==> config.mk <==
export PLATFORM = sky130hd
export DESIGN_NAME = avr_exec_top
export DESIGN_NICKNAME = d
export VERILOG_FILES = /design/src/avr_exec_pkg.sv /design/src/instr_decoder.sv /design/src/reg_file.sv /design/src/alu.sv /design/src/status_reg.sv /design/src/writeback_stage.sv /design/src/avr_exec_top.sv
export VERILOG_INCLUDE_DIRS = /design/src
export SDC_FILE = /design/constraint.sdc
export NUM_CORES = 1
export LEC_CHECK = 0
export CAP_MARGIN = 10
export CORE_AREA = 5 5 164 244
export CTS_BUF_LIST = sky130_fd_sc_hd__clkbuf_4
export CTS_CLUSTER_DIAMETER = 80
export DETAILED_ROUTE_END_ITERATION = 8
export DIE_AREA = 0 0 169 249
export DONT_BUFFER_PORTS = 1
export PLACE_DENSITY = 0.64
export SYNTH_ARGS = -nofsm -noshare
export SYNTH_HDL_FRONTEND = slang
export SYNTH_SLANG_ARGS = --single-unit
==> constraint.sdc <==
create_clock -name clk -period 7.16 [get_ports clk]
set_clock_uncertainty 0.05 [all_clocks]
set_input_delay 0.358 -clock clk [delete_from_list [all_inputs] [get_ports clk]]
set_output_delay 0.358 -clock clk [all_outputs]
set_load 0.05 [all_outputs]
==> src/avr_exec_params.svh <==
/* widths, ALU operation codes and SREG bit positions of the execute core.
   included by the package and by every module that decodes or computes. */
`ifndef AVR_EXEC_PARAMS_SVH
`define AVR_EXEC_PARAMS_SVH

`define DATA_WIDTH      8
`define REG_ADDR_WIDTH  5
`define OPSEL_COUNT     4

`define OPSEL_ADD   4'd0
`define OPSEL_ADC   4'd1
`define OPSEL_SUB   4'd2
`define OPSEL_SBC   4'd3
`define OPSEL_AND   4'd4
`define OPSEL_EOR   4'd5
`define OPSEL_OR    4'd6
`define OPSEL_NEG   4'd7
`define OPSEL_LDI   4'd8
`define OPSEL_BSET  4'd9
`define OPSEL_BCLR  4'd10

// positions follow the AVR SREG layout.
`define FLAGS_C  0
`define FLAGS_Z  1
`define FLAGS_N  2
`define FLAGS_V  3
`define FLAGS_S  4
`define FLAGS_H  5
`define FLAGS_T  6
`define FLAGS_I  7

`endif

==> src/avr_exec_pkg.sv <==
/* shared types of the execute core, imported by the RTL and the testbench. */
`include "avr_exec_params.svh"

package avr_exec_pkg;

    // one operand or result byte.
    typedef logic [`DATA_WIDTH-1:0] data_t;

    // status register, bit order given by the FLAGS_* macros.
    typedef logic [`DATA_WIDTH-1:0] sreg_t;

    // index into the 32-entry register file.
    typedef logic [`REG_ADDR_WIDTH-1:0] reg_addr_t;

    // internal operation code, one of the OPSEL_* values.
    typedef logic [`OPSEL_COUNT-1:0] opsel_t;

    // raw 16-bit AVR instruction word.
    typedef logic [15:0] instr_t;

endpackage

==> src/instr_decoder.sv <==
/* input side of the core: decodes one AVR instruction word per strobe into
   registered operation, register addresses, immediate and bit select. */
`timescale 1ns/1ps
`include "avr_exec_params.svh"

module instr_decoder
    import avr_exec_pkg::*;
(
    input  logic      clk,
    input  logic      arst_n,
    input  logic      instr_valid,
    input  instr_t    instr,
    output logic      op_valid,
    output opsel_t    opsel,
    output reg_addr_t rd_addr,
    output reg_addr_t rr_addr,
    output data_t     imm,
    output logic [2:0] bit_sel,
    output logic      illegal
);

    logic      dec_known;
    opsel_t    dec_opsel;
    reg_addr_t dec_rd;

    always_comb
    begin
        dec_known = 1'b1;
        dec_opsel = `OPSEL_ADD;
        dec_rd    = instr[8:4];
        casez (instr)
            16'b0000_11??_????_????: dec_opsel = `OPSEL_ADD;
            16'b0001_11??_????_????: dec_opsel = `OPSEL_ADC;
            16'b0001_10??_????_????: dec_opsel = `OPSEL_SUB;
            16'b0000_10??_????_????: dec_opsel = `OPSEL_SBC;
            16'b0010_00??_????_????: dec_opsel = `OPSEL_AND;
            16'b0010_01??_????_????: dec_opsel = `OPSEL_EOR;
            16'b0010_10??_????_????: dec_opsel = `OPSEL_OR;
            16'b1001_010?_????_0001: dec_opsel = `OPSEL_NEG;
            16'b1110_????_????_????:
            begin
                dec_opsel = `OPSEL_LDI;
                dec_rd    = {1'b1, instr[7:4]}; // LDI only reaches r16 to r31.
            end
            16'b1001_0100_0???_1000: dec_opsel = `OPSEL_BSET;
            16'b1001_0100_1???_1000: dec_opsel = `OPSEL_BCLR;
            default:                 dec_known = 1'b0;
        endcase
    end

    always_ff @(posedge clk or negedge arst_n)
    begin
        if (!arst_n)
        begin
            op_valid <= 1'b0;
            illegal  <= 1'b0;
            opsel    <= `OPSEL_ADD;
        end
        else
        begin
            op_valid <= instr_valid && dec_known;
            illegal  <= instr_valid && !dec_known;
            if (instr_valid)
                opsel <= dec_opsel;
        end
    end

    // operand fields only matter while op_valid is high.
    always_ff @(posedge clk)
    begin
        if (instr_valid)
        begin
            rd_addr <= dec_rd;
            rr_addr <= {instr[9], instr[3:0]};
            imm     <= {instr[11:8], instr[3:0]};
            bit_sel <= instr[6:4];
        end
    end

    a_instr_known: assert property (@(posedge clk) disable iff (!arst_n)
        instr_valid |-> !$isunknown(instr));

endmodule

==> src/reg_file.sv <==
/* 32 x 8-bit general purpose register file with two asynchronous read
   ports for the operands and one clocked write port from writeback. */
`timescale 1ns/1ps
`include "avr_exec_params.svh"

module reg_file
    import avr_exec_pkg::*;
(
    input  logic      clk,
    input  logic      arst_n,
    input  reg_addr_t rd_addr,
    input  reg_addr_t rr_addr,
    output data_t     rd_data,
    output data_t     rr_data,
    input  logic      wr_en,
    input  reg_addr_t wr_addr,
    input  data_t     wr_data
);

    data_t regs [0:(1 << `REG_ADDR_WIDTH)-1];

    always_ff @(posedge clk or negedge arst_n)
    begin
        if (!arst_n)
        begin
            for (int i = 0; i < (1 << `REG_ADDR_WIDTH); i++)
                regs[i] <= '0;
        end
        else if (wr_en)
        begin
            regs[wr_addr] <= wr_data;
        end
    end

    // a write at this edge is seen by the instruction read in the next cycle.
    assign rd_data = regs[rd_addr];
    assign rr_data = regs[rr_addr];

    a_wr_addr_known: assert property (@(posedge clk) disable iff (!arst_n)
        wr_en |-> !$isunknown(wr_addr));

endmodule

==> src/alu.sv <==
/* combinational ALU: computes the result byte and the updated status flags
   for one operation from the two operands and the current SREG. */
`timescale 1ns/1ps
`include "avr_exec_params.svh"

module alu
    import avr_exec_pkg::*;
(
    input  opsel_t opsel,
    input  data_t  rd,
    input  data_t  rr,
    input  sreg_t  flags_in,
    output data_t  out,
    output sreg_t  flags_out
);

    logic                  cy_in;
    logic [`DATA_WIDTH:0]  add_full;
    logic [4:0]            add_half;
    logic [`DATA_WIDTH:0]  sub_full;
    logic [4:0]            sub_half;
    logic                  upd_zns;

    // only ADC and SBC chain the previous carry.
    assign cy_in = flags_in[`FLAGS_C] && (opsel == `OPSEL_ADC || opsel == `OPSEL_SBC);

    assign add_full = {1'b0, rd} + {1'b0, rr} + {{`DATA_WIDTH{1'b0}}, cy_in};
    assign add_half = {1'b0, rd[3:0]} + {1'b0, rr[3:0]} + {4'd0, cy_in};
    assign sub_full = {1'b0, rd} - {1'b0, rr} - {{`DATA_WIDTH{1'b0}}, cy_in};
    assign sub_half = {1'b0, rd[3:0]} - {1'b0, rr[3:0]} - {4'd0, cy_in}; // bit 4 is the borrow.

    always_comb
    begin
        out       = '0;
        flags_out = flags_in; // T and I always pass, others unless changed below.
        upd_zns   = 1'b1;
        case (opsel)
            `OPSEL_ADD,
            `OPSEL_ADC:
            begin
                out                 = add_full[`DATA_WIDTH-1:0];
                flags_out[`FLAGS_C] = add_full[`DATA_WIDTH];
                flags_out[`FLAGS_H] = add_half[4];
                flags_out[`FLAGS_V] = (rd[`DATA_WIDTH-1] == rr[`DATA_WIDTH-1]) &&
                                      (out[`DATA_WIDTH-1] != rd[`DATA_WIDTH-1]);
            end
            `OPSEL_SUB,
            `OPSEL_SBC:
            begin
                out                 = sub_full[`DATA_WIDTH-1:0];
                flags_out[`FLAGS_C] = sub_full[`DATA_WIDTH];
                flags_out[`FLAGS_H] = sub_half[4];
                flags_out[`FLAGS_V] = (rd[`DATA_WIDTH-1] != rr[`DATA_WIDTH-1]) &&
                                      (out[`DATA_WIDTH-1] != rd[`DATA_WIDTH-1]);
            end
            `OPSEL_AND:
            begin
                out                 = rd & rr;
                flags_out[`FLAGS_V] = 1'b0;
            end
            `OPSEL_EOR:
            begin
                out                 = rd ^ rr;
                flags_out[`FLAGS_V] = 1'b0;
            end
            `OPSEL_OR:
            begin
                out                 = rd | rr;
                flags_out[`FLAGS_V] = 1'b0;
            end
            `OPSEL_NEG:
            begin
                // C and H are kept here, unlike a real AVR NEG.
                out                 = '0 - rd;
                flags_out[`FLAGS_V] = 1'b0;
            end
            `OPSEL_LDI:
            begin
                out     = rr; // the top level routes the immediate onto rr.
                upd_zns = 1'b0;
            end
            default:
            begin
                upd_zns = 1'b0;
            end
        endcase

        if (upd_zns)
        begin
            flags_out[`FLAGS_Z] = (out == '0);
            flags_out[`FLAGS_N] = out[`DATA_WIDTH-1];
            flags_out[`FLAGS_S] = flags_out[`FLAGS_N] ^ flags_out[`FLAGS_V];
        end
    end

endmodule

==> src/status_reg.sv <==
/* SREG of the core. takes the ALU flags for every executed operation and
   sets or clears a single bit for BSET and BCLR. */
`timescale 1ns/1ps
`include "avr_exec_params.svh"

module status_reg
    import avr_exec_pkg::*;
(
    input  logic       clk,
    input  logic       arst_n,
    input  logic       op_valid,
    input  opsel_t     opsel,
    input  logic [2:0] bit_sel,
    input  sreg_t      flags_in,
    output sreg_t      sreg
);

    always_ff @(posedge clk or negedge arst_n)
    begin
        if (!arst_n)
        begin
            sreg <= '0;
        end
        else if (op_valid)
        begin
            case (opsel)
                `OPSEL_BSET: sreg[bit_sel] <= 1'b1;
                `OPSEL_BCLR: sreg[bit_sel] <= 1'b0;
                default:     sreg <= flags_in; // LDI gets its own flags back.
            endcase
        end
    end

endmodule

==> src/writeback_stage.sv <==
/* output side of the core: registers the ALU result of every writing
   instruction and drives both the register-file write and the result port. */
`timescale 1ns/1ps
`include "avr_exec_params.svh"

module writeback_stage
    import avr_exec_pkg::*;
(
    input  logic      clk,
    input  logic      arst_n,
    input  logic      op_valid,
    input  opsel_t    opsel,
    input  data_t     alu_out,
    input  reg_addr_t rd_addr,
    output logic      wr_en,
    output reg_addr_t wr_addr,
    output data_t     wr_data,
    output logic      result_valid,
    output data_t     result,
    output reg_addr_t result_addr
);

    // BSET and BCLR touch only the SREG.
    assign wr_en   = op_valid && (opsel != `OPSEL_BSET) && (opsel != `OPSEL_BCLR);

    // the register file takes the result at the same edge as the SREG.
    assign wr_addr = rd_addr;
    assign wr_data = alu_out;

    always_ff @(posedge clk or negedge arst_n)
    begin
        if (!arst_n)
            result_valid <= 1'b0;
        else
            result_valid <= wr_en;
    end

    always_ff @(posedge clk)
    begin
        if (wr_en)
        begin
            result_addr <= rd_addr;
            result      <= alu_out;  // the reported result is the one written.
        end
    end

    a_result_known: assert property (@(posedge clk) disable iff (!arst_n)
        result_valid |-> !$isunknown({result, result_addr}));

endmodule

==> src/avr_exec_top.sv <==
/* execute core top: decoder, register file, ALU, SREG and writeback.
   one instruction per instr_valid strobe, result two cycles later. */
`timescale 1ns/1ps
`include "avr_exec_params.svh"

module avr_exec_top
    import avr_exec_pkg::*;
(
    input  logic      clk,
    input  logic      arst_n,
    input  logic      instr_valid,
    input  instr_t    instr,
    output logic      result_valid,
    output data_t     result,
    output reg_addr_t result_addr,
    output sreg_t     sreg,
    output logic      illegal
);

    logic       op_valid;
    opsel_t     opsel;
    reg_addr_t  rd_addr;
    reg_addr_t  rr_addr;
    data_t      imm;
    logic [2:0] bit_sel;
    data_t      rd_data;
    data_t      rr_data;
    data_t      rr_operand;
    data_t      alu_out;
    sreg_t      flags_out;
    logic       wr_en;
    reg_addr_t  wr_addr;
    data_t      wr_data;

    instr_decoder u_instr_decoder (
        .clk         (clk),
        .arst_n      (arst_n),
        .instr_valid (instr_valid),
        .instr       (instr),
        .op_valid    (op_valid),
        .opsel       (opsel),
        .rd_addr     (rd_addr),
        .rr_addr     (rr_addr),
        .imm         (imm),
        .bit_sel     (bit_sel),
        .illegal     (illegal)
    );

    reg_file u_reg_file (
        .clk     (clk),
        .arst_n  (arst_n),
        .rd_addr (rd_addr),
        .rr_addr (rr_addr),
        .rd_data (rd_data),
        .rr_data (rr_data),
        .wr_en   (wr_en),
        .wr_addr (wr_addr),
        .wr_data (wr_data)
    );

    // LDI takes its second operand from the instruction word.
    assign rr_operand = (opsel == `OPSEL_LDI) ? imm : rr_data;

    alu u_alu (
        .opsel     (opsel),
        .rd        (rd_data),
        .rr        (rr_operand),
        .flags_in  (sreg),
        .out       (alu_out),
        .flags_out (flags_out)
    );

    status_reg u_status_reg (
        .clk      (clk),
        .arst_n   (arst_n),
        .op_valid (op_valid),
        .opsel    (opsel),
        .bit_sel  (bit_sel),
        .flags_in (flags_out),
        .sreg     (sreg)
    );

    writeback_stage u_writeback_stage (
        .clk          (clk),
        .arst_n       (arst_n),
        .op_valid     (op_valid),
        .opsel        (opsel),
        .alu_out      (alu_out),
        .rd_addr      (rd_addr),
        .wr_en        (wr_en),
        .wr_addr      (wr_addr),
        .wr_data      (wr_data),
        .result_valid (result_valid),
        .result       (result),
        .result_addr  (result_addr)
    );

endmodule

### After elaboration in Yosys (flattened, before gate mapping)

Cells that the tools add are included.

| operators by class | value |
|---|---|
| bitwise logic cells | 9 |
| multiplexer cells | 22 |
| reduce and logical (&&, ||, !) cells | 24 |
| add/subtract/negate cells | 9 |
| $lt $le $gt $ge | 5 |
| shifts and indexed selects | 0 |
| divide/modulo/power cells | 0 |
| equal/unequal tests | 27 |
| multipliers | 0 |

Operator list:

| operator | count |
|---|---|
| $bwmux 256 | 1 |
| $bmux 8 s5 | 2 |
| $pmux 8 s7 | 1 |
| $mux 8 | 6 |
| $demux 8 s5 | 1 |
| $pmux 4 s10 | 1 |
| $eq 13x13->1 const B | 2 |
| $eq 6x4->1 const B | 3 |
| $and 8x8->8 | 2 |
| $eq 4x3->1 const B | 4 |
| $eq 4x4->1 const B | 4 |
| $or 8x8->8 | 2 |
| $pmux 8 s2 | 1 |
| $eq 6x2->1 const B | 2 |
| $eq 6x3->1 const B | 2 |
| $ge 6x6->1 const B | 2 |
| $not 5->6 | 2 |
| $eq 11x11->1 const B | 1 |
| $reduce_or 11->1 | 1 |
| $add 8x8->9 | 1 |
| $add 9x1->9 | 1 |
| $logic_and 1x1->1 | 9 |
| $sub 8x8->9 | 1 |
| $sub 9x1->9 | 1 |
| 32 further kinds | 43 |

| storage, ports and cells | value |
|---|---|
| bits in writable memories | 0 |
| latch bits | 0 |
| input port bits | 19 |
| memory bits (read-only) | 0 |
| memories kept | 0 |
| word-level logic and storage cells | 143 |
| register bits | 305 |

### Longest topological paths before layout

| depth | value |
|---|---|
| word-level depth | 13 |
| mapped depth | 21 |

### Hierarchy

Synthesis repeated with hierarchy kept, for this count alone.

| second synthesis, totals | value |
|---|---|
| cell total of the unflattened synthesis | 1222 |
| area total of the unflattened synthesis | 17583.1 um2 |

Modules (own cells, without submodules):

| module | area each (um2) | cells each | times used | seq. area each (um2) |
|---|---|---|---|---|
| reg_file | 13654.3 | 806 | 1 | 6406.1 |
| alu | 1810.5 | 243 | 1 | 0.0 |
| instr_decoder | 863.3 | 66 | 1 | 540.5 |
| status_reg | 606.8 | 68 | 1 | 200.2 |
| writeback_stage | 534.3 | 30 | 1 | 415.4 |
| avr_exec_top | 113.9 | 9 | 1 | 0.0 |

### Worst setup path after synthesis

OpenSTA, ideal clock, no wires.

| timing | value |
|---|---|
| kind | register to register |
| from | register u_instr_decoder.imm[0] |
| to | register u_status_reg.sreg[4] |
| stages on the path, launching flop included | 18 |
| library setup time | 0.082 ns |
| required time | 7.028 ns |
| data arrival time | 5.045 ns |
| setup slack | 1.983 ns |
| buffers on the path | 2 |
| path through | edfxtp_1 buf_1 buf_1 mux4_2 mux4_2 mux2i_1 o21a_1 inv_1 fa_1 a21o_1 a21oi_1 o21ai_0 a2111o_1 nand2_1 xnor2_1 a221o_1 or3_1 a31oi_1 |

| between the ends | value |
|---|---|
| cells in the longest elaborated chain, start to end | 9 |
| elaborated cells on any way between the ends | 14 |
| classes of those cells | add/sub (4); eq/ne (2); mux (5); bitwise (1); reduce/logical (2) |

Ends and longest elaborated chain:

| what | RTL line | text |
|---|---|---|
| from (decl) | instr_decoder.sv:17 | `output data_t imm,` |
| from (signal assigned) | instr_decoder.sv:75 | `imm <= {instr[11:8], instr[3:0]};` |
| $mux 8 (*) | avr_exec_top.sv:62 | `` assign rr_operand = (opsel == `OPSEL_LDI) ? imm : rr_data; `` |
| $sub 8x8->9 or $add 8x8->9 (tied branches) | alu.sv:29, alu.sv:27 |  |
| $sub 9x1->9 or $add 9x1->9 (tied branches) | alu.sv:29, alu.sv:27 |  |
| $ne 1x1->1 (on tied branches) | alu.sv:54, alu.sv:45 |  |
| $logic_and 1x1->1 (on tied branches) | alu.sv:53, alu.sv:44 |  |
| $pmux 1 s3 | alu.sv:37 | `case (opsel)` |
| $xor 1x1->1 (*) | alu.sv:92 | `` flags_out[`FLAGS_S] = flags_out[`FLAGS_N] ^ flags_out[`FLAGS_V]; `` |
| $mux 1 (*) | alu.sv:88 | `if (upd_zns)` |
| $pmux 8 s2 (*) | status_reg.sv:26 | `case (opsel)` |
| to (signal assigned) | status_reg.sv:29 | `default: sreg <= flags_in;` |
| to (decl) | status_reg.sv:15 | `output sreg_t sreg` |

Mark *: on every way between the ends. The rest lies on a longest branch, timed or not. The select of a mux whose other input is x is not followed.
A chain may end at the register's enable or synchronous reset.

### Final worst setup path

| timing | value |
|---|---|
| from | register u_instr_decoder.bit_sel[1] |
| to | register u_status_reg.sreg[1] |

| between the ends | value |
|---|---|
| cells in the longest elaborated chain, start to end | 7 |
| elaborated cells on any way between the ends | 9 |
| classes of those cells | order compare (2); mux (3); bitwise (3); reduce/logical (1) |

Ends and longest elaborated chain:

| what | RTL line | text |
|---|---|---|
| from (decl) | instr_decoder.sv:18 | `output logic [2:0] bit_sel,` |
| from (signal assigned) | instr_decoder.sv:76 | `bit_sel <= instr[6:4];` |
| $lt 3x4->1 (implied by the code) or $ge 3x1->1 (tied branches) | status_reg.sv:27, status_reg.sv:28 |  |
| $logic_and 1x1->1 (implied by the code) | status_reg.sv:27, status_reg.sv:28 |  |
| $mux 1 (implied by the code) | status_reg.sv:27, status_reg.sv:28 |  |
| $demux 1 s3 (*) | -- |  |
| $not 8->8 (no source line) | -- |  |
| $and 8x8->8 (no source line) | -- |  |
| $pmux 8 s2 (*) | status_reg.sv:26 |  |

Mark *: on every way between the ends. The rest lies on a longest branch, timed or not.

==> impl_metrics.ini <==
[global_routing]
grt_overflow = 0
grtUsageTotal_pct = 25.53
grt_pass1_wl_um = 82230
grt_pass1_vias = 13240
grt_start_max_net_pins = 272
antenna_found_initial = 1

[clocking]
clkLatencyLatePin_ns = 0.77
clockBufferDepth = 3
cts_sinks = 297
clkTransAtPathRegs_ns = 0.08
numCtsBuffers = 74
root_buffer = clkbuf_4
cts_tree = built
htree_levels = 3
cts_setup_buffers = 0

[route]
wl_per_cell_um = 25.61
ant_nets = 0
drt_iter0_drc = 1185
firstDrtPassIters = 8
finalWirelength_um = 53750
vias = 13120
drcViolationCount = 0
via_per_inst = 6.251

[yosys]
ys.flop_type = dfrtp_1
synth_edf_count = 26
avgSynthCellArea_um2 = 10.72
ys_ff_latch = 297
yosys.area.top_type = dfrtp_1
ys_async_sr_fraction_pct = 91.25
yosysSeqAreaShare_pct = 45.29
syn_nets = 1610
synth.area.top_cells = dfrtp_1 41%, mux4_2 12%, o21ai_0 6.9%
synthDistinctLibCells = 72
yosys_warnings = 0
syn_inst = 1558
synth_top_cell_area_share_pct = 40.62
netlist_area_um2 = 16700

[sta]
maxSlewViolCount = 0
post-route-min-period_ns = 5.845
fin_crit_sh_pct = 81.63
slew_headroom_pct = 21.15
rsz0062_at_grt = false
hold_viol = 0
tns_ns = 0
setup_viol = 0
tightest_slew_ns = 1.183
fmax_ghz = 0.1711

[worst_setup_path]
worst-setup-path-type = reg2reg
crit_arrival_ns = 6.47
cp.required_ns = 7.79
max_stage_delay_ns = 0.67
setup.worst_path.end_class = flip-flop
rr_worst_depth = 19
critical_path.max_fanout = 64
rr_endpoint = u_status_reg.sreg[1]$_DFFE_PN0P_
crit_end = u_status_reg.sreg[1]$_DFFE_PN0P_
critPathSlowestCell = edfxtp_1
rr_startpoint = u_instr_decoder.bit_sel[1]$_DFFE_PP_
worstSetupStartpointType = flip-flop
worstSetupStartpoint = u_instr_decoder.bit_sel[1]$_DFFE_PP_
regToRegSetupSlack_ns = 1.32
path_cells = buf_4 > buf_12 > mux2i_1 > o22ai_1 > nor4_1 > nand2_1 > inv_1 > ha_1 > ha_1 > o21ai_0 > nand2b_1 > a21oi_1 > a211o_1 > nand3_1 > a221o_1 > nor2_2 > buf_4 > inv_1 > o31ai_2

[finish]
fin_nets = 1616
drive_gt1_share_pct = 18.83
layout.cells.non_filler = 2099
syn2layout_area_growth_pct = 8.753
final_common_cell = nand2_1
final_cell_mix = 285 x nand2_1, 271 x dfrtp_1, 230 x o21ai_0

[placed_design]
port_buffers = 0
place_congestion = 0.9601
dp.cells = 1952
dpl.hpwl_um = 37840

[die]
die_x_um = 169
io_pins = 42
die_y_um = 249
design.die.area_um2 = 42080
core_um2 = 37550
initial_core_util_pct = 44.46
num_rows = 87

[power_and_ir_drop]
leakage_nw = 7.785
pwr_density_cell_nw_per_um2 = 220.9
peakVddDrop_uv = 183.5

[run_status]
status = finished, final reports clean

[hold_path]
hold_class = in2reg

[job]
drv_cap = 0
==> per-layer routing <==
metal	GRT usage, %	vias to the layer above	share of wire, %	routed length, um
met4	14.15	0	6.0	3232
li1	-	5737	-	-
met3	5.207	178	7.2	3858
met2	43.34	632	51	27240
met5	0	-	0	0
met1	30.08	6574	36	19420
==> synth_stat cells (all sizes together), types with 7 or more instances <==
cell type	n
nand4	7
mux2i	98
edfxtp	26
inv	41
a31oi	7
a21oi	23
o21a	11
clkbuf	75
and2	7
nor3b	8
nand2b	9
ha	29
nand2	285
xnor2	11
mux4	91
nor2b	9
dfrtp	271
nor3	10
nand3	15
nor2	31
buf	42
o21ai	249
nor4	11
o22ai	50
mux2	53
==> worst min path at each step <==
stage / depth (start not counted) / startpoint / slack [ns] / end
after floorplan: 0 / arst_n / 0.01 / u_instr_decoder.illegal$_DFF_PN0_
after global placement: 0 / arst_n / 0.03 / u_reg_file.regs[160]$_DFFE_PN0P_
after detailed placement: 0 / arst_n / 0.04 / u_reg_file.regs[184]$_DFFE_PN0P_
after CTS: 2 / instr[13] / 0.02 / u_instr_decoder.rd_addr[4]$_SDFFCE_PP1P_
after global routing: 2 / instr[13] / 0.07 / u_instr_decoder.rd_addr[4]$_SDFFCE_PP1P_
final: 2 / instr[13] / 0.08 / u_instr_decoder.rd_addr[4]$_SDFFCE_PP1P_
==> where the power goes <==
part	internal (mW)	switching, mW
logic	0.252	0.416
registers	1.78	0.146
clock network	0.726	0.686
total	2.76	1.25
==> cell type report <==
class | instances | area, um^2
Fill cell | 3491 | 19400
Multi-Input combinational cell | 1103 | 8433
Sequential cell | 297 | 7562
Clock buffer | 109 | 818.3
Tap cell | 489 | 611.8
Timing Repair Buffer | 47 | 500.5
Inverter | 41 | 153.9
Clock inverter | 12 | 75.07
Antenna cell | 1 | 2.502
==> critical path, delay by kind of cell, from the launching register on <==
kind                     cells  cell delay (ns)
flip-flops                   1             0.67
AND/OR/NAND/NOR              5             1.01
multiplexers                 1             0.51
AO/OA/AOI/OAI                6             1.41
adder cells (fa/ha/maj)      2             0.67
buffers and inverters        5             1.36
==> timing repair <==
item	4_1_cts	5_1_grt
endpoints found under the hold margin	303	0
hold buffers	24	0
gates resized for setup	0	0
==> per-stage QoR <==
stage	instance area [um^2]	power, mW	hold slack (ns)	worst slack [ns]	utilization [%]
after global placement	16980	2.561	0.03294	1.480	45.20
final	18160	4.010	0.08002	1.315	48.35
after CTS	18130	4.032	0.01895	1.404	48.27
after detailed placement	16980	2.575	0.03631	1.433	45.20
after global routing	18160	4.188	0.06676	1.052	48.35
after floorplan	16700	2.382	0.01241	1.983	-
==> cells by family after synthesis <==
kind of cell	Yosys count	synth area share (%)
buffers and inverters	158	4.362
and+or+nand+nor	428	11.80
muxes	242	21.73
xor gates and xnor gates	13	0.6820
DFF	297	45.29
AOI/OAI and AO/OA	387	13.48
adders and majority gates	33	2.653
==> registers in the layout (all words and copies together), names as in the netlist <==
name,flops
u_instr_decoder.bit_sel,2
u_instr_decoder.illegal,1
u_instr_decoder.imm,8
u_instr_decoder.op_valid,1
u_instr_decoder.opsel,4
u_instr_decoder.rd_addr,3
u_reg_file.regs,256
u_status_reg.sreg,8
u_writeback_stage.result,8
u_writeback_stage.result_addr,5
u_writeback_stage.result_valid,1
Power figures use the tool's default switching activity.
